[config.mk]
export PLATFORM = sky130hd
export DESIGN_NAME = exm_core
export DESIGN_NICKNAME = d
export VERILOG_FILES = /design/src/hdl/isa_pkg.sv /design/src/hdl/exec_pkg.sv /design/src/hdl/alu.sv /design/src/hdl/mul_unit.sv /design/src/hdl/branch_resolve.sv /design/src/hdl/instr_decode.sv /design/src/hdl/exec_stage.sv /design/src/hdl/result_stage.sv /design/src/hdl/exm_core.sv
export SDC_FILE = /design/constraint.sdc
export NUM_CORES = 2
export LEC_CHECK = 0
export BUFFER_PORTS_ARGS = -buffer_cell sky130_fd_sc_hd__buf_4
export CAP_MARGIN = 30
export CELL_PAD_IN_SITES_DETAIL_PLACEMENT = 0
export CELL_PAD_IN_SITES_GLOBAL_PLACEMENT = 1
export CORE_MARGIN = 2
export CORE_UTILIZATION = 50
export CTS_CLUSTER_DIAMETER = 50
export DETAILED_ROUTE_END_ITERATION = 7
export GPL_TIMING_DRIVEN = 0
export PLACE_DENSITY_LB_ADDON = 0.1
export SLEW_MARGIN = 40
export SYNTH_ARGS = -nofsm -noshare
export SYNTH_HDL_FRONTEND = slang
export SYNTH_HIERARCHICAL = 1
export SYNTH_SLANG_ARGS = --single-unit
[constraint.sdc]
create_clock -name clk -period 15.4 [get_ports clk]
set_input_delay 0.77 -clock clk [delete_from_list [all_inputs] [get_ports clk]]
set_output_delay 0.77 -clock clk [all_outputs]
set_load 0.03 [all_outputs]
[src/hdl/isa_pkg.sv]
package isa_pkg;

    // major opcode in bits 31..26, anything not listed decodes as a no-op
    typedef enum logic [5:0] {
        op_add   = 6'h01,
        op_sub   = 6'h02,
        op_slt   = 6'h03,
        op_sltu  = 6'h04,
        op_and   = 6'h05,
        op_or    = 6'h06,
        op_xor   = 6'h07,
        op_sll   = 6'h08,
        op_srl   = 6'h09,
        op_sra   = 6'h0a,
        op_addi  = 6'h0b,
        op_andi  = 6'h0c,
        op_ori   = 6'h0d,
        op_lu12i = 6'h0e,
        op_mul   = 6'h0f,
        op_mulh  = 6'h10,
        op_mulhu = 6'h11,
        op_beq   = 6'h12,
        op_bne   = 6'h13,
        op_blt   = 6'h14,
        op_bltu  = 6'h15,
        op_b     = 6'h16,
        op_bl    = 6'h17,
        op_jirl  = 6'h18
    } opcode_e;

    localparam int opcode_lsb  = 26;
    localparam int rd_lsb      = 0;
    localparam int rj_lsb      = 5;
    localparam int rk_lsb      = 10;
    localparam int reg_field_w = 5;
    localparam int imm12_lsb   = 10;   // bits 21..10
    localparam int imm20_lsb   = 5;    // bits 24..5
    localparam int offs16_lsb  = 10;   // bits 25..10, word offset

endpackage

[src/hdl/exec_pkg.sv]
package exec_pkg;

    typedef logic [31:0] word_t;
    typedef logic [4:0]  reg_addr_t;

    typedef enum logic [3:0] {
        alu_add, alu_sub, alu_slt, alu_sltu, alu_and, alu_or,
        alu_xor, alu_sll, alu_srl, alu_sra, alu_lui
    } alu_op_e;

    typedef enum logic [1:0] {
        mul_none, mul_lo, mul_hi_s, mul_hi_u
    } mul_op_e;

    typedef enum logic [2:0] {
        br_none, br_eq, br_ne, br_lt, br_ltu, br_always, br_reg_jump
    } br_kind_e;

    typedef enum logic {
        src2_rk, src2_imm
    } src2_sel_e;

    // link writes pc + 4
    typedef enum logic [1:0] {
        res_alu, res_mul, res_link
    } res_sel_e;

endpackage

[src/hdl/alu.sv]
module alu
    import exec_pkg::*;
(
    input  alu_op_e alu_op,
    input  word_t   src1,
    input  word_t   src2,
    output word_t   alu_result,
    output logic    zero,
    output logic    less,
    output logic    less_u
);

    logic [32:0] diff;   // bit 32 is the borrow
    logic [4:0]  shamt;

    assign diff   = {1'b0, src1} - {1'b0, src2};
    assign shamt  = src2[4:0];
    assign zero   = (diff[31:0] == '0);
    assign less_u = diff[32];
    assign less   = (src1[31] != src2[31]) ? src1[31] : diff[31];

    always_comb begin
        case (alu_op)
            alu_add:  alu_result = src1 + src2;
            alu_sub:  alu_result = diff[31:0];
            alu_slt:  alu_result = {31'b0, less};
            alu_sltu: alu_result = {31'b0, less_u};
            alu_and:  alu_result = src1 & src2;
            alu_or:   alu_result = src1 | src2;
            alu_xor:  alu_result = src1 ^ src2;
            alu_sll:  alu_result = src1 << shamt;
            alu_srl:  alu_result = src1 >> shamt;
            alu_sra:  alu_result = word_t'($signed(src1) >>> shamt);
            alu_lui:  alu_result = src2;   // imm already shifted
            default:  alu_result = '0;
        endcase
    end

endmodule

[src/hdl/mul_unit.sv]
module mul_unit
    import exec_pkg::*;
(
    input  mul_op_e mul_op,
    input  word_t   src1,
    input  word_t   src2,
    output word_t   mul_result
);

    logic        sign_ext;
    logic [65:0] prod;

    // 33-bit operands cover both signed and unsigned forms
    assign sign_ext = (mul_op == mul_hi_s);
    assign prod     = 66'($signed({sign_ext & src1[31], src1})
                          * $signed({sign_ext & src2[31], src2}));

    assign mul_result = (mul_op == mul_hi_s || mul_op == mul_hi_u) ? prod[63:32]
                                                                    : prod[31:0];

endmodule

[src/hdl/branch_resolve.sv]
module branch_resolve
    import exec_pkg::*;
(
    input  br_kind_e br_kind,
    input  logic     zero,
    input  logic     less,
    input  logic     less_u,
    input  word_t    pc,
    input  word_t    rj_value,
    input  word_t    imm,
    output logic     taken,
    output word_t    target
);

    word_t base;
    word_t sum;

    always_comb begin
        case (br_kind)
            br_eq:       taken = zero;
            br_ne:       taken = !zero;
            br_lt:       taken = less;
            br_ltu:      taken = less_u;
            br_always:   taken = 1'b1;
            br_reg_jump: taken = 1'b1;
            default:     taken = 1'b0;
        endcase
    end

    assign base   = (br_kind == br_reg_jump) ? rj_value : pc;
    assign sum    = base + imm;
    assign target = {sum[31:2], 2'b00};   // word aligned

endmodule

[src/hdl/instr_decode.sv]
module instr_decode
    import isa_pkg::*;
    import exec_pkg::*;
(
    input  logic      clk,
    input  logic      reset,
    input  logic      in_valid,
    output logic      in_ready,
    input  word_t     in_instr,
    input  word_t     in_pc,
    output reg_addr_t rf_raddr1,
    output reg_addr_t rf_raddr2,
    input  word_t     rf_rdata1,
    input  word_t     rf_rdata2,
    input  logic      es_allowin,
    input  logic      flush,
    input  logic      wb_valid,
    input  logic      wb_we,
    input  reg_addr_t wb_dest,
    input  word_t     wb_data,
    output logic      ds_valid,
    output alu_op_e   alu_op,
    output mul_op_e   mul_op,
    output br_kind_e  br_kind,
    output src2_sel_e src2_sel,
    output res_sel_e  res_sel,
    output logic      src1_is_pc,
    output logic      gr_we,
    output reg_addr_t dest,
    output word_t     imm,
    output word_t     pc,
    output reg_addr_t raddr1,
    output reg_addr_t raddr2,
    output word_t     rj_value,
    output word_t     rkd_value
);

    logic      ds_full;
    logic      ds_allowin;
    word_t     instr_r;
    word_t     pc_r;
    opcode_e   op;
    reg_addr_t rd;
    logic      writes;
    logic      rk_is_rd;   // branches compare rj with rd
    logic      link_r1;
    word_t     simm12;
    word_t     zimm12;
    word_t     uimm20;
    word_t     offs;

    assign ds_allowin = !ds_full || es_allowin;
    assign in_ready   = ds_allowin && !flush;
    assign ds_valid   = ds_full && !flush;   // squash wrong-path word

    always_ff @(posedge clk) begin
        if (reset) begin
            ds_full <= 1'b0;
        end else if (flush) begin
            ds_full <= 1'b0;
        end else if (ds_allowin) begin
            ds_full <= in_valid;
        end
        if (in_valid && in_ready) begin
            instr_r <= in_instr;
            pc_r    <= in_pc;
        end
    end

    assign op     = opcode_e'(instr_r[opcode_lsb +: 6]);
    assign rd     = instr_r[rd_lsb +: reg_field_w];
    assign simm12 = {{20{instr_r[imm12_lsb + 11]}}, instr_r[imm12_lsb +: 12]};
    assign zimm12 = {20'b0, instr_r[imm12_lsb +: 12]};
    assign uimm20 = {instr_r[imm20_lsb +: 20], 12'b0};
    assign offs   = {{14{instr_r[offs16_lsb + 15]}}, instr_r[offs16_lsb +: 16], 2'b00};

    always_comb begin
        alu_op     = alu_add;
        mul_op     = mul_none;
        br_kind    = br_none;
        src2_sel   = src2_rk;
        res_sel    = res_alu;
        src1_is_pc = 1'b0;
        imm        = simm12;
        writes     = 1'b0;
        rk_is_rd   = 1'b0;
        link_r1    = 1'b0;
        case (op)
            op_add:   writes = 1'b1;
            op_sub:   begin alu_op = alu_sub;  writes = 1'b1; end
            op_slt:   begin alu_op = alu_slt;  writes = 1'b1; end
            op_sltu:  begin alu_op = alu_sltu; writes = 1'b1; end
            op_and:   begin alu_op = alu_and;  writes = 1'b1; end
            op_or:    begin alu_op = alu_or;   writes = 1'b1; end
            op_xor:   begin alu_op = alu_xor;  writes = 1'b1; end
            op_sll:   begin alu_op = alu_sll;  writes = 1'b1; end
            op_srl:   begin alu_op = alu_srl;  writes = 1'b1; end
            op_sra:   begin alu_op = alu_sra;  writes = 1'b1; end
            op_addi:  begin src2_sel = src2_imm; writes = 1'b1; end
            op_andi: begin
                alu_op   = alu_and;
                src2_sel = src2_imm;
                imm      = zimm12;
                writes   = 1'b1;
            end
            op_ori: begin
                alu_op   = alu_or;
                src2_sel = src2_imm;
                imm      = zimm12;
                writes   = 1'b1;
            end
            op_lu12i: begin
                alu_op   = alu_lui;
                src2_sel = src2_imm;
                imm      = uimm20;
                writes   = 1'b1;
            end
            op_mul:   begin mul_op = mul_lo;   res_sel = res_mul; writes = 1'b1; end
            op_mulh:  begin mul_op = mul_hi_s; res_sel = res_mul; writes = 1'b1; end
            op_mulhu: begin mul_op = mul_hi_u; res_sel = res_mul; writes = 1'b1; end
            op_beq, op_bne, op_blt, op_bltu: begin
                alu_op   = alu_sub;   // flags only
                imm      = offs;
                rk_is_rd = 1'b1;
                case (op)
                    op_beq:  br_kind = br_eq;
                    op_bne:  br_kind = br_ne;
                    op_blt:  br_kind = br_lt;
                    default: br_kind = br_ltu;
                endcase
            end
            op_b, op_bl: begin
                br_kind    = br_always;
                src1_is_pc = 1'b1;
                src2_sel   = src2_imm;
                imm        = offs;
                res_sel    = res_link;
                writes     = (op == op_bl);
                link_r1    = 1'b1;
            end
            op_jirl: begin
                br_kind  = br_reg_jump;
                src2_sel = src2_imm;
                imm      = offs;
                res_sel  = res_link;
                writes   = 1'b1;
            end
            default: ;   // no-op
        endcase
    end

    assign dest      = link_r1 ? 5'd1 : rd;
    assign gr_we     = writes && (dest != '0);
    assign pc        = pc_r;
    assign rf_raddr1 = instr_r[rj_lsb +: reg_field_w];
    assign rf_raddr2 = rk_is_rd ? rd : instr_r[rk_lsb +: reg_field_w];
    assign raddr1    = rf_raddr1;
    assign raddr2    = rf_raddr2;

    // result stage is two older when this entry moves on
    assign rj_value  = (wb_valid && wb_we && wb_dest == rf_raddr1) ? wb_data : rf_rdata1;
    assign rkd_value = (wb_valid && wb_we && wb_dest == rf_raddr2) ? wb_data : rf_rdata2;

endmodule

[src/hdl/exec_stage.sv]
module exec_stage
    import exec_pkg::*;
(
    input  logic      clk,
    input  logic      reset,
    input  logic      ds_valid,
    output logic      es_allowin,
    input  alu_op_e   alu_op,
    input  mul_op_e   mul_op,
    input  br_kind_e  br_kind,
    input  src2_sel_e src2_sel,
    input  res_sel_e  res_sel,
    input  logic      src1_is_pc,
    input  logic      gr_we,
    input  reg_addr_t dest,
    input  word_t     imm,
    input  word_t     pc,
    input  reg_addr_t raddr1,
    input  reg_addr_t raddr2,
    input  word_t     rj_value,
    input  word_t     rkd_value,
    input  logic      rs_allowin,
    input  logic      wb_valid,
    input  logic      wb_we,
    input  reg_addr_t wb_dest,
    input  word_t     wb_data,
    output logic      es_valid,
    output logic      gr_we_o,
    output reg_addr_t dest_o,
    output res_sel_e  res_sel_o,
    output word_t     alu_result,
    output word_t     mul_result,
    output word_t     pc_o,
    output logic      br_taken,
    output word_t     br_target
);

    alu_op_e   alu_op_r;
    mul_op_e   mul_op_r;
    br_kind_e  br_kind_r;
    src2_sel_e src2_sel_r;
    res_sel_e  res_sel_r;
    logic      src1_is_pc_r;
    logic      gr_we_r;
    reg_addr_t dest_r;
    word_t     imm_r;
    word_t     pc_r;
    reg_addr_t raddr1_r;
    reg_addr_t raddr2_r;
    word_t     rj_r;
    word_t     rk_r;
    word_t     rj_fwd;
    word_t     rk_fwd;
    word_t     src1;
    word_t     src2;
    logic      zero;
    logic      less;
    logic      less_u;
    logic      taken;

    assign es_allowin = !es_valid || rs_allowin;

    always_ff @(posedge clk) begin
        if (reset) begin
            es_valid <= 1'b0;
        end else if (es_allowin) begin
            es_valid <= ds_valid;
        end
        if (ds_valid && es_allowin) begin
            alu_op_r     <= alu_op;
            mul_op_r     <= mul_op;
            br_kind_r    <= br_kind;
            src2_sel_r   <= src2_sel;
            res_sel_r    <= res_sel;
            src1_is_pc_r <= src1_is_pc;
            gr_we_r      <= gr_we;
            dest_r       <= dest;
            imm_r        <= imm;
            pc_r         <= pc;
            raddr1_r     <= raddr1;
            raddr2_r     <= raddr2;
            rj_r         <= rj_value;
            rk_r         <= rkd_value;
        end
    end

    // result stage holds the previous instruction
    assign rj_fwd = (wb_valid && wb_we && wb_dest == raddr1_r) ? wb_data : rj_r;
    assign rk_fwd = (wb_valid && wb_we && wb_dest == raddr2_r) ? wb_data : rk_r;
    assign src1   = src1_is_pc_r ? pc_r : rj_fwd;
    assign src2   = (src2_sel_r == src2_imm) ? imm_r : rk_fwd;

    alu u_alu (
        .alu_op    (alu_op_r),
        .src1      (src1),
        .src2      (src2),
        .alu_result(alu_result),
        .zero      (zero),
        .less      (less),
        .less_u    (less_u)
    );

    mul_unit u_mul (
        .mul_op    (mul_op_r),
        .src1      (src1),
        .src2      (src2),
        .mul_result(mul_result)
    );

    branch_resolve u_branch (
        .br_kind (br_kind_r),
        .zero    (zero),
        .less    (less),
        .less_u  (less_u),
        .pc      (pc_r),
        .rj_value(rj_fwd),
        .imm     (imm_r),
        .taken   (taken),
        .target  (br_target)
    );

    assign br_taken  = es_valid && rs_allowin && taken;   // once, as it leaves
    assign gr_we_o   = gr_we_r;
    assign dest_o    = dest_r;
    assign res_sel_o = res_sel_r;
    assign pc_o      = pc_r;

endmodule

[src/hdl/result_stage.sv]
module result_stage
    import exec_pkg::*;
(
    input  logic      clk,
    input  logic      reset,
    input  logic      es_valid,
    output logic      rs_allowin,
    input  logic      gr_we,
    input  reg_addr_t dest,
    input  res_sel_e  res_sel,
    input  word_t     alu_result,
    input  word_t     mul_result,
    input  word_t     pc,
    input  logic      wb_allowin,
    output logic      wb_valid,
    output logic      wb_we,
    output reg_addr_t wb_dest,
    output word_t     wb_data,
    output word_t     wb_pc
);

    logic      we_r;
    reg_addr_t dest_r;
    word_t     data_r;
    word_t     pc_r;
    word_t     final_result;

    always_comb begin
        case (res_sel)
            res_mul:  final_result = mul_result;
            res_link: final_result = pc + 32'd4;
            default:  final_result = alu_result;
        endcase
    end

    assign rs_allowin = !wb_valid || wb_allowin;

    always_ff @(posedge clk) begin
        if (reset) begin
            wb_valid <= 1'b0;
        end else if (rs_allowin) begin
            wb_valid <= es_valid;
        end
        if (es_valid && rs_allowin) begin
            we_r   <= gr_we;
            dest_r <= dest;
            data_r <= final_result;
            pc_r   <= pc;
        end
    end

    assign wb_we   = wb_valid && we_r;
    assign wb_dest = dest_r;
    assign wb_data = data_r;
    assign wb_pc   = pc_r;

endmodule

[src/hdl/exm_core.sv]
module exm_core
    import exec_pkg::*;
(
    input  logic      clk,
    input  logic      reset,
    input  logic      in_valid,
    output logic      in_ready,
    input  word_t     in_instr,
    input  word_t     in_pc,
    output reg_addr_t rf_raddr1,
    output reg_addr_t rf_raddr2,
    input  word_t     rf_rdata1,
    input  word_t     rf_rdata2,
    output logic      br_taken,
    output word_t     br_target,
    input  logic      wb_allowin,
    output logic      wb_valid,
    output logic      wb_we,
    output reg_addr_t wb_dest,
    output word_t     wb_data,
    output word_t     wb_pc
);

    logic      ds_valid;
    logic      es_allowin;
    alu_op_e   ds_alu_op;
    mul_op_e   ds_mul_op;
    br_kind_e  ds_br_kind;
    src2_sel_e ds_src2_sel;
    res_sel_e  ds_res_sel;
    logic      ds_src1_is_pc;
    logic      ds_gr_we;
    reg_addr_t ds_dest;
    word_t     ds_imm;
    word_t     ds_pc;
    reg_addr_t ds_raddr1;
    reg_addr_t ds_raddr2;
    word_t     ds_rj_value;
    word_t     ds_rkd_value;
    logic      es_valid;
    logic      rs_allowin;
    logic      es_gr_we;
    reg_addr_t es_dest;
    res_sel_e  es_res_sel;
    word_t     es_alu_result;
    word_t     es_mul_result;
    word_t     es_pc;

    instr_decode u_decode (
        .clk       (clk),
        .reset     (reset),
        .in_valid  (in_valid),
        .in_ready  (in_ready),
        .in_instr  (in_instr),
        .in_pc     (in_pc),
        .rf_raddr1 (rf_raddr1),
        .rf_raddr2 (rf_raddr2),
        .rf_rdata1 (rf_rdata1),
        .rf_rdata2 (rf_rdata2),
        .es_allowin(es_allowin),
        .flush     (br_taken),
        .wb_valid  (wb_valid),
        .wb_we     (wb_we),
        .wb_dest   (wb_dest),
        .wb_data   (wb_data),
        .ds_valid  (ds_valid),
        .alu_op    (ds_alu_op),
        .mul_op    (ds_mul_op),
        .br_kind   (ds_br_kind),
        .src2_sel  (ds_src2_sel),
        .res_sel   (ds_res_sel),
        .src1_is_pc(ds_src1_is_pc),
        .gr_we     (ds_gr_we),
        .dest      (ds_dest),
        .imm       (ds_imm),
        .pc        (ds_pc),
        .raddr1    (ds_raddr1),
        .raddr2    (ds_raddr2),
        .rj_value  (ds_rj_value),
        .rkd_value (ds_rkd_value)
    );

    exec_stage u_exec (
        .clk       (clk),
        .reset     (reset),
        .ds_valid  (ds_valid),
        .es_allowin(es_allowin),
        .alu_op    (ds_alu_op),
        .mul_op    (ds_mul_op),
        .br_kind   (ds_br_kind),
        .src2_sel  (ds_src2_sel),
        .res_sel   (ds_res_sel),
        .src1_is_pc(ds_src1_is_pc),
        .gr_we     (ds_gr_we),
        .dest      (ds_dest),
        .imm       (ds_imm),
        .pc        (ds_pc),
        .raddr1    (ds_raddr1),
        .raddr2    (ds_raddr2),
        .rj_value  (ds_rj_value),
        .rkd_value (ds_rkd_value),
        .rs_allowin(rs_allowin),
        .wb_valid  (wb_valid),
        .wb_we     (wb_we),
        .wb_dest   (wb_dest),
        .wb_data   (wb_data),
        .es_valid  (es_valid),
        .gr_we_o   (es_gr_we),
        .dest_o    (es_dest),
        .res_sel_o (es_res_sel),
        .alu_result(es_alu_result),
        .mul_result(es_mul_result),
        .pc_o      (es_pc),
        .br_taken  (br_taken),
        .br_target (br_target)
    );

    result_stage u_result (
        .clk       (clk),
        .reset     (reset),
        .es_valid  (es_valid),
        .rs_allowin(rs_allowin),
        .gr_we     (es_gr_we),
        .dest      (es_dest),
        .res_sel   (es_res_sel),
        .alu_result(es_alu_result),
        .mul_result(es_mul_result),
        .pc        (es_pc),
        .wb_allowin(wb_allowin),
        .wb_valid  (wb_valid),
        .wb_we     (wb_we),
        .wb_dest   (wb_dest),
        .wb_data   (wb_data),
        .wb_pc     (wb_pc)
    );

endmodule

==> run_results.csv <==
group,metric,value,unit
outcome,outcome,"finished, violations left",
outcome,violations,"antenna rules",
die,core,0.127,mm^2
sta,fmax,66.8,MHz
final_layout,fillers,11900,
critical_path,crit_required,14630,ps
place,gp_congestion,1.07,
die,die-height,362,um
yosys,synth_edf_count,291,
detailed_routing,ant_nets,1,
sta,hold_slack,301,ps
die,dieArea,0.131,mm^2
critical_path,critPathMaxStageDelay,740,ps
critical_path,critPathLaunchType,"flip-flop",
cts,postCtsHoldBufs,0,
global_route,grt.overflow.total,0,
yosys,postSynthCellCount,7198,
detailed_routing,vias,56800,
die,initial_core_util,0.503,
hold_path,hold_class,"in -> reg",
detailed_routing,drc,0,
final_layout,area.growth.synth_to_final,10.2,%
yosys,yosys-top-cells-area,"fa_1, edfxtp_1, inv_1",
yosys,synthesis.area,0.0639,mm^2
global_route,grt_pass1_wl,413,mm
yosys,yosys_warnings,6,
place,io_buffers,244,
sta,hold_viol,0,
sta,tightestPinTransition,1010,ps
cts,clock-sinks,294,
critical_path,crit_path_max_fanout,11,
sta,finalSetupViolCount,0,
flow_run,max_cap_viol_count,0,
yosys,avgSynthCellArea,8.88,um^2
global_route,grt_pass1_vias,57600,
yosys,ys.flop_type,"edfxtp_1",
die,die_w,362,um
yosys,synth-seq-cells,294,
detailed_routing,viasPerCell,6.15,
cts,cts_tree,"yes",
detailed_routing,drt-total-wl,290,mm
critical_path,cp-end-kind,"output pin",
yosys,synth.top_cell.area_share,0.353,
detailed_routing,wl_per_cell,31.5,um
yosys,yosys.cell_types.count,117,
yosys,synth.largest_area_cell,"fa_1",
detailed_routing,firstDrtPassIters,8,
cts,cts-root-buf,"clkbuf_16",
global_route,grt_max_degree,43,
global_route,grt_usage,0.446,
cts,h-tree-depth,1,
global_route,antenna_found_initial,29,
final_layout,drive_above_1_share,0.0959,
final_layout,layout.nets,9131,
cts,clk_pin_slew,70,ps
detailed_routing,drt_iter0_drc,6749,
critical_path,critPathArrivalTime,14190,ps
sta,rsz0062_at_grt,"no",
cts,clk_latency,640,ps
cts,numCtsBuffers,29,
critical_path,cp_slowest_cell,"a221o_1",
cts,clockBufferDepth,3,
sta,period_needed,14960,ps
die,boundaryPins,247,
sta,fin_skew,23.8,ps
final_layout,final_core_util,0.554,
yosys,async_flop_share,0,
place,hpwlAfterDp,241,mm
sta,slew_viol_final,0,
critical_path,critical_path_class,"reg -> out",
sta,slew_headroom,0.329,
yosys,ys_seq_area_frac,0.138,
sta,finalCritPeriodShare,0.971,
die,fp-row-count,131,
[cells in the mapped netlist, types with 27 or more instances]
cell type	instances
mux2i_1	53
a211oi_1	36
edfxtp_1	291
mux2_4	31
a22oi_1	52
and3_1	36
a221oi_1	27
clkbuf_1	364
and2_1	317
o211ai_1	41
o21ai_0	277
xnor2_1	112
nand2_1	1141
a221o_1	61
a21oi_1	240
buf_2	28
nor2_1	299
nand2b_1	37
nand4_1	42
nor3_1	70
xor2_1	50
nand3_1	97
mux2_2	51
inv_1	1300
fa_1	1128
a31oi_1	61
ha_1	351
a21o_1	74
[critical path: cells and delay by family (launching register included)]
kind                       cells  cell delay [ps]
and+or+nand+nor               19             5390
AOI/OAI and AO/OA             12             4000
buffers and inverters          8             2710
adders and majority gates      2              890
DFF                            1              530
[cell type report]
class	instances	area (um^2)	share of cell area
sequential	294	8800	0.125
tap	1662	2080	0.0295
inverter	1313	4930	0.0699
antenna	18	45.0	0.000639
timing repair buffer	291	2700	0.0384
buffer	446	2030	0.0288
multi-input combinational	5145	48900	0.695
clock buffer	29	726	0.0103
clock inverter	25	220	0.00312
[what timing repair did]
item	4_1_cts	5_1_grt
setup endpoints to repair	0	34
gates resized for setup	0	0
setup buffers	0	0
[final timing paths]
path | slack (ps) | to | startpoint | cells past startpoint
setup / recovery | 440 | in_ready | u_result/wb_valid | 41
hold / removal | 300 | u_decode/pc[14] | in_pc[14] | 1
setup reg to reg | 580 | u_exec/pc_o[29] | u_result/wb_valid | 45
hold reg to reg | 420 | u_exec/pc_o[27] | u_decode/pc[27] | 0
[layout by cell type, fill, tap and decap left out, drive strengths merged, types with 54 or more instances in the layout]
cell | netlist | final
a21o | 74 | 74
a21oi | 243 | 243
a221o | 61 | 61
a31oi | 61 | 61
and2 | 317 | 317
buf | 81 | 372
clkbuf | 365 | 393
edfxtp | 291 | 291
fa | 1128 | 1128
ha | 351 | 351
inv | 1309 | 1315
mux2 | 85 | 85
mux2i | 54 | 54
nand2 | 1141 | 1141
nand3 | 97 | 97
nor2 | 300 | 300
nor3 | 71 | 71
o21ai | 303 | 303
xnor2 | 112 | 112
[sequential cells by signal, indices dropped and copies added (netlist names), 2 cells and up]
signal            count
u_result/wb_dest      5
u_decode/pc          32
u_exec/pc_o          32
u_exec/rk_r          32
u_decode/instr_r     32
u_result/wb_data     32
u_result/wb_pc       32
u_exec/imm_r         32
u_exec/raddr2_r       5
u_exec/alu_op_r       4
u_exec/mul_op_r       2
u_exec/raddr1_r       5
u_exec/br_kind_r      3
u_exec/rj_r          32
u_exec/res_sel_o      2
u_exec/dest_o         5
[routing by layer]
layer  global-route usage  vias up  part of all wire
li1                     -    23700                 -
met4                0.341       18             0.097
met1                0.537    28400              0.35
met3                0.126      992              0.12
met5                    0        -           0.00042
met2                0.677     3685              0.43
[logic make-up (layout without fill, tap and decap cells)]
logic type | Yosys count | in the layout | synth area share
AOI/OAI and AO/OA | 1153 | 1153 | 0.121
xor gates and xnor gates | 162 | 162 | 0.0222
DFF | 294 | 294 | 0.138
adders and majority gates | 1479 | 1479 | 0.422
other | 1 | 20 | 0.0000587
buffers and inverters | 1760 | 2104 | 0.108
muxes | 152 | 152 | 0.0299
and+or+nand+nor | 2197 | 2197 | 0.159
[through the flow]
stage               instances  setup TNS (ps)  instance area [um^2]  setup slack [ps]
floorplan                7199               0                 63900              1230
global placement         9105         -693750                 67800             -4120
detailed placement       9151               0                 69500               841
CTS                      9205               0                 70400               577
global route             9206               0                 70400               132
finish                   9223               0                 70500               440
Power is not shown: default switching activity piles up to over one toggle a cycle in this logic, so the estimate is an artifact.
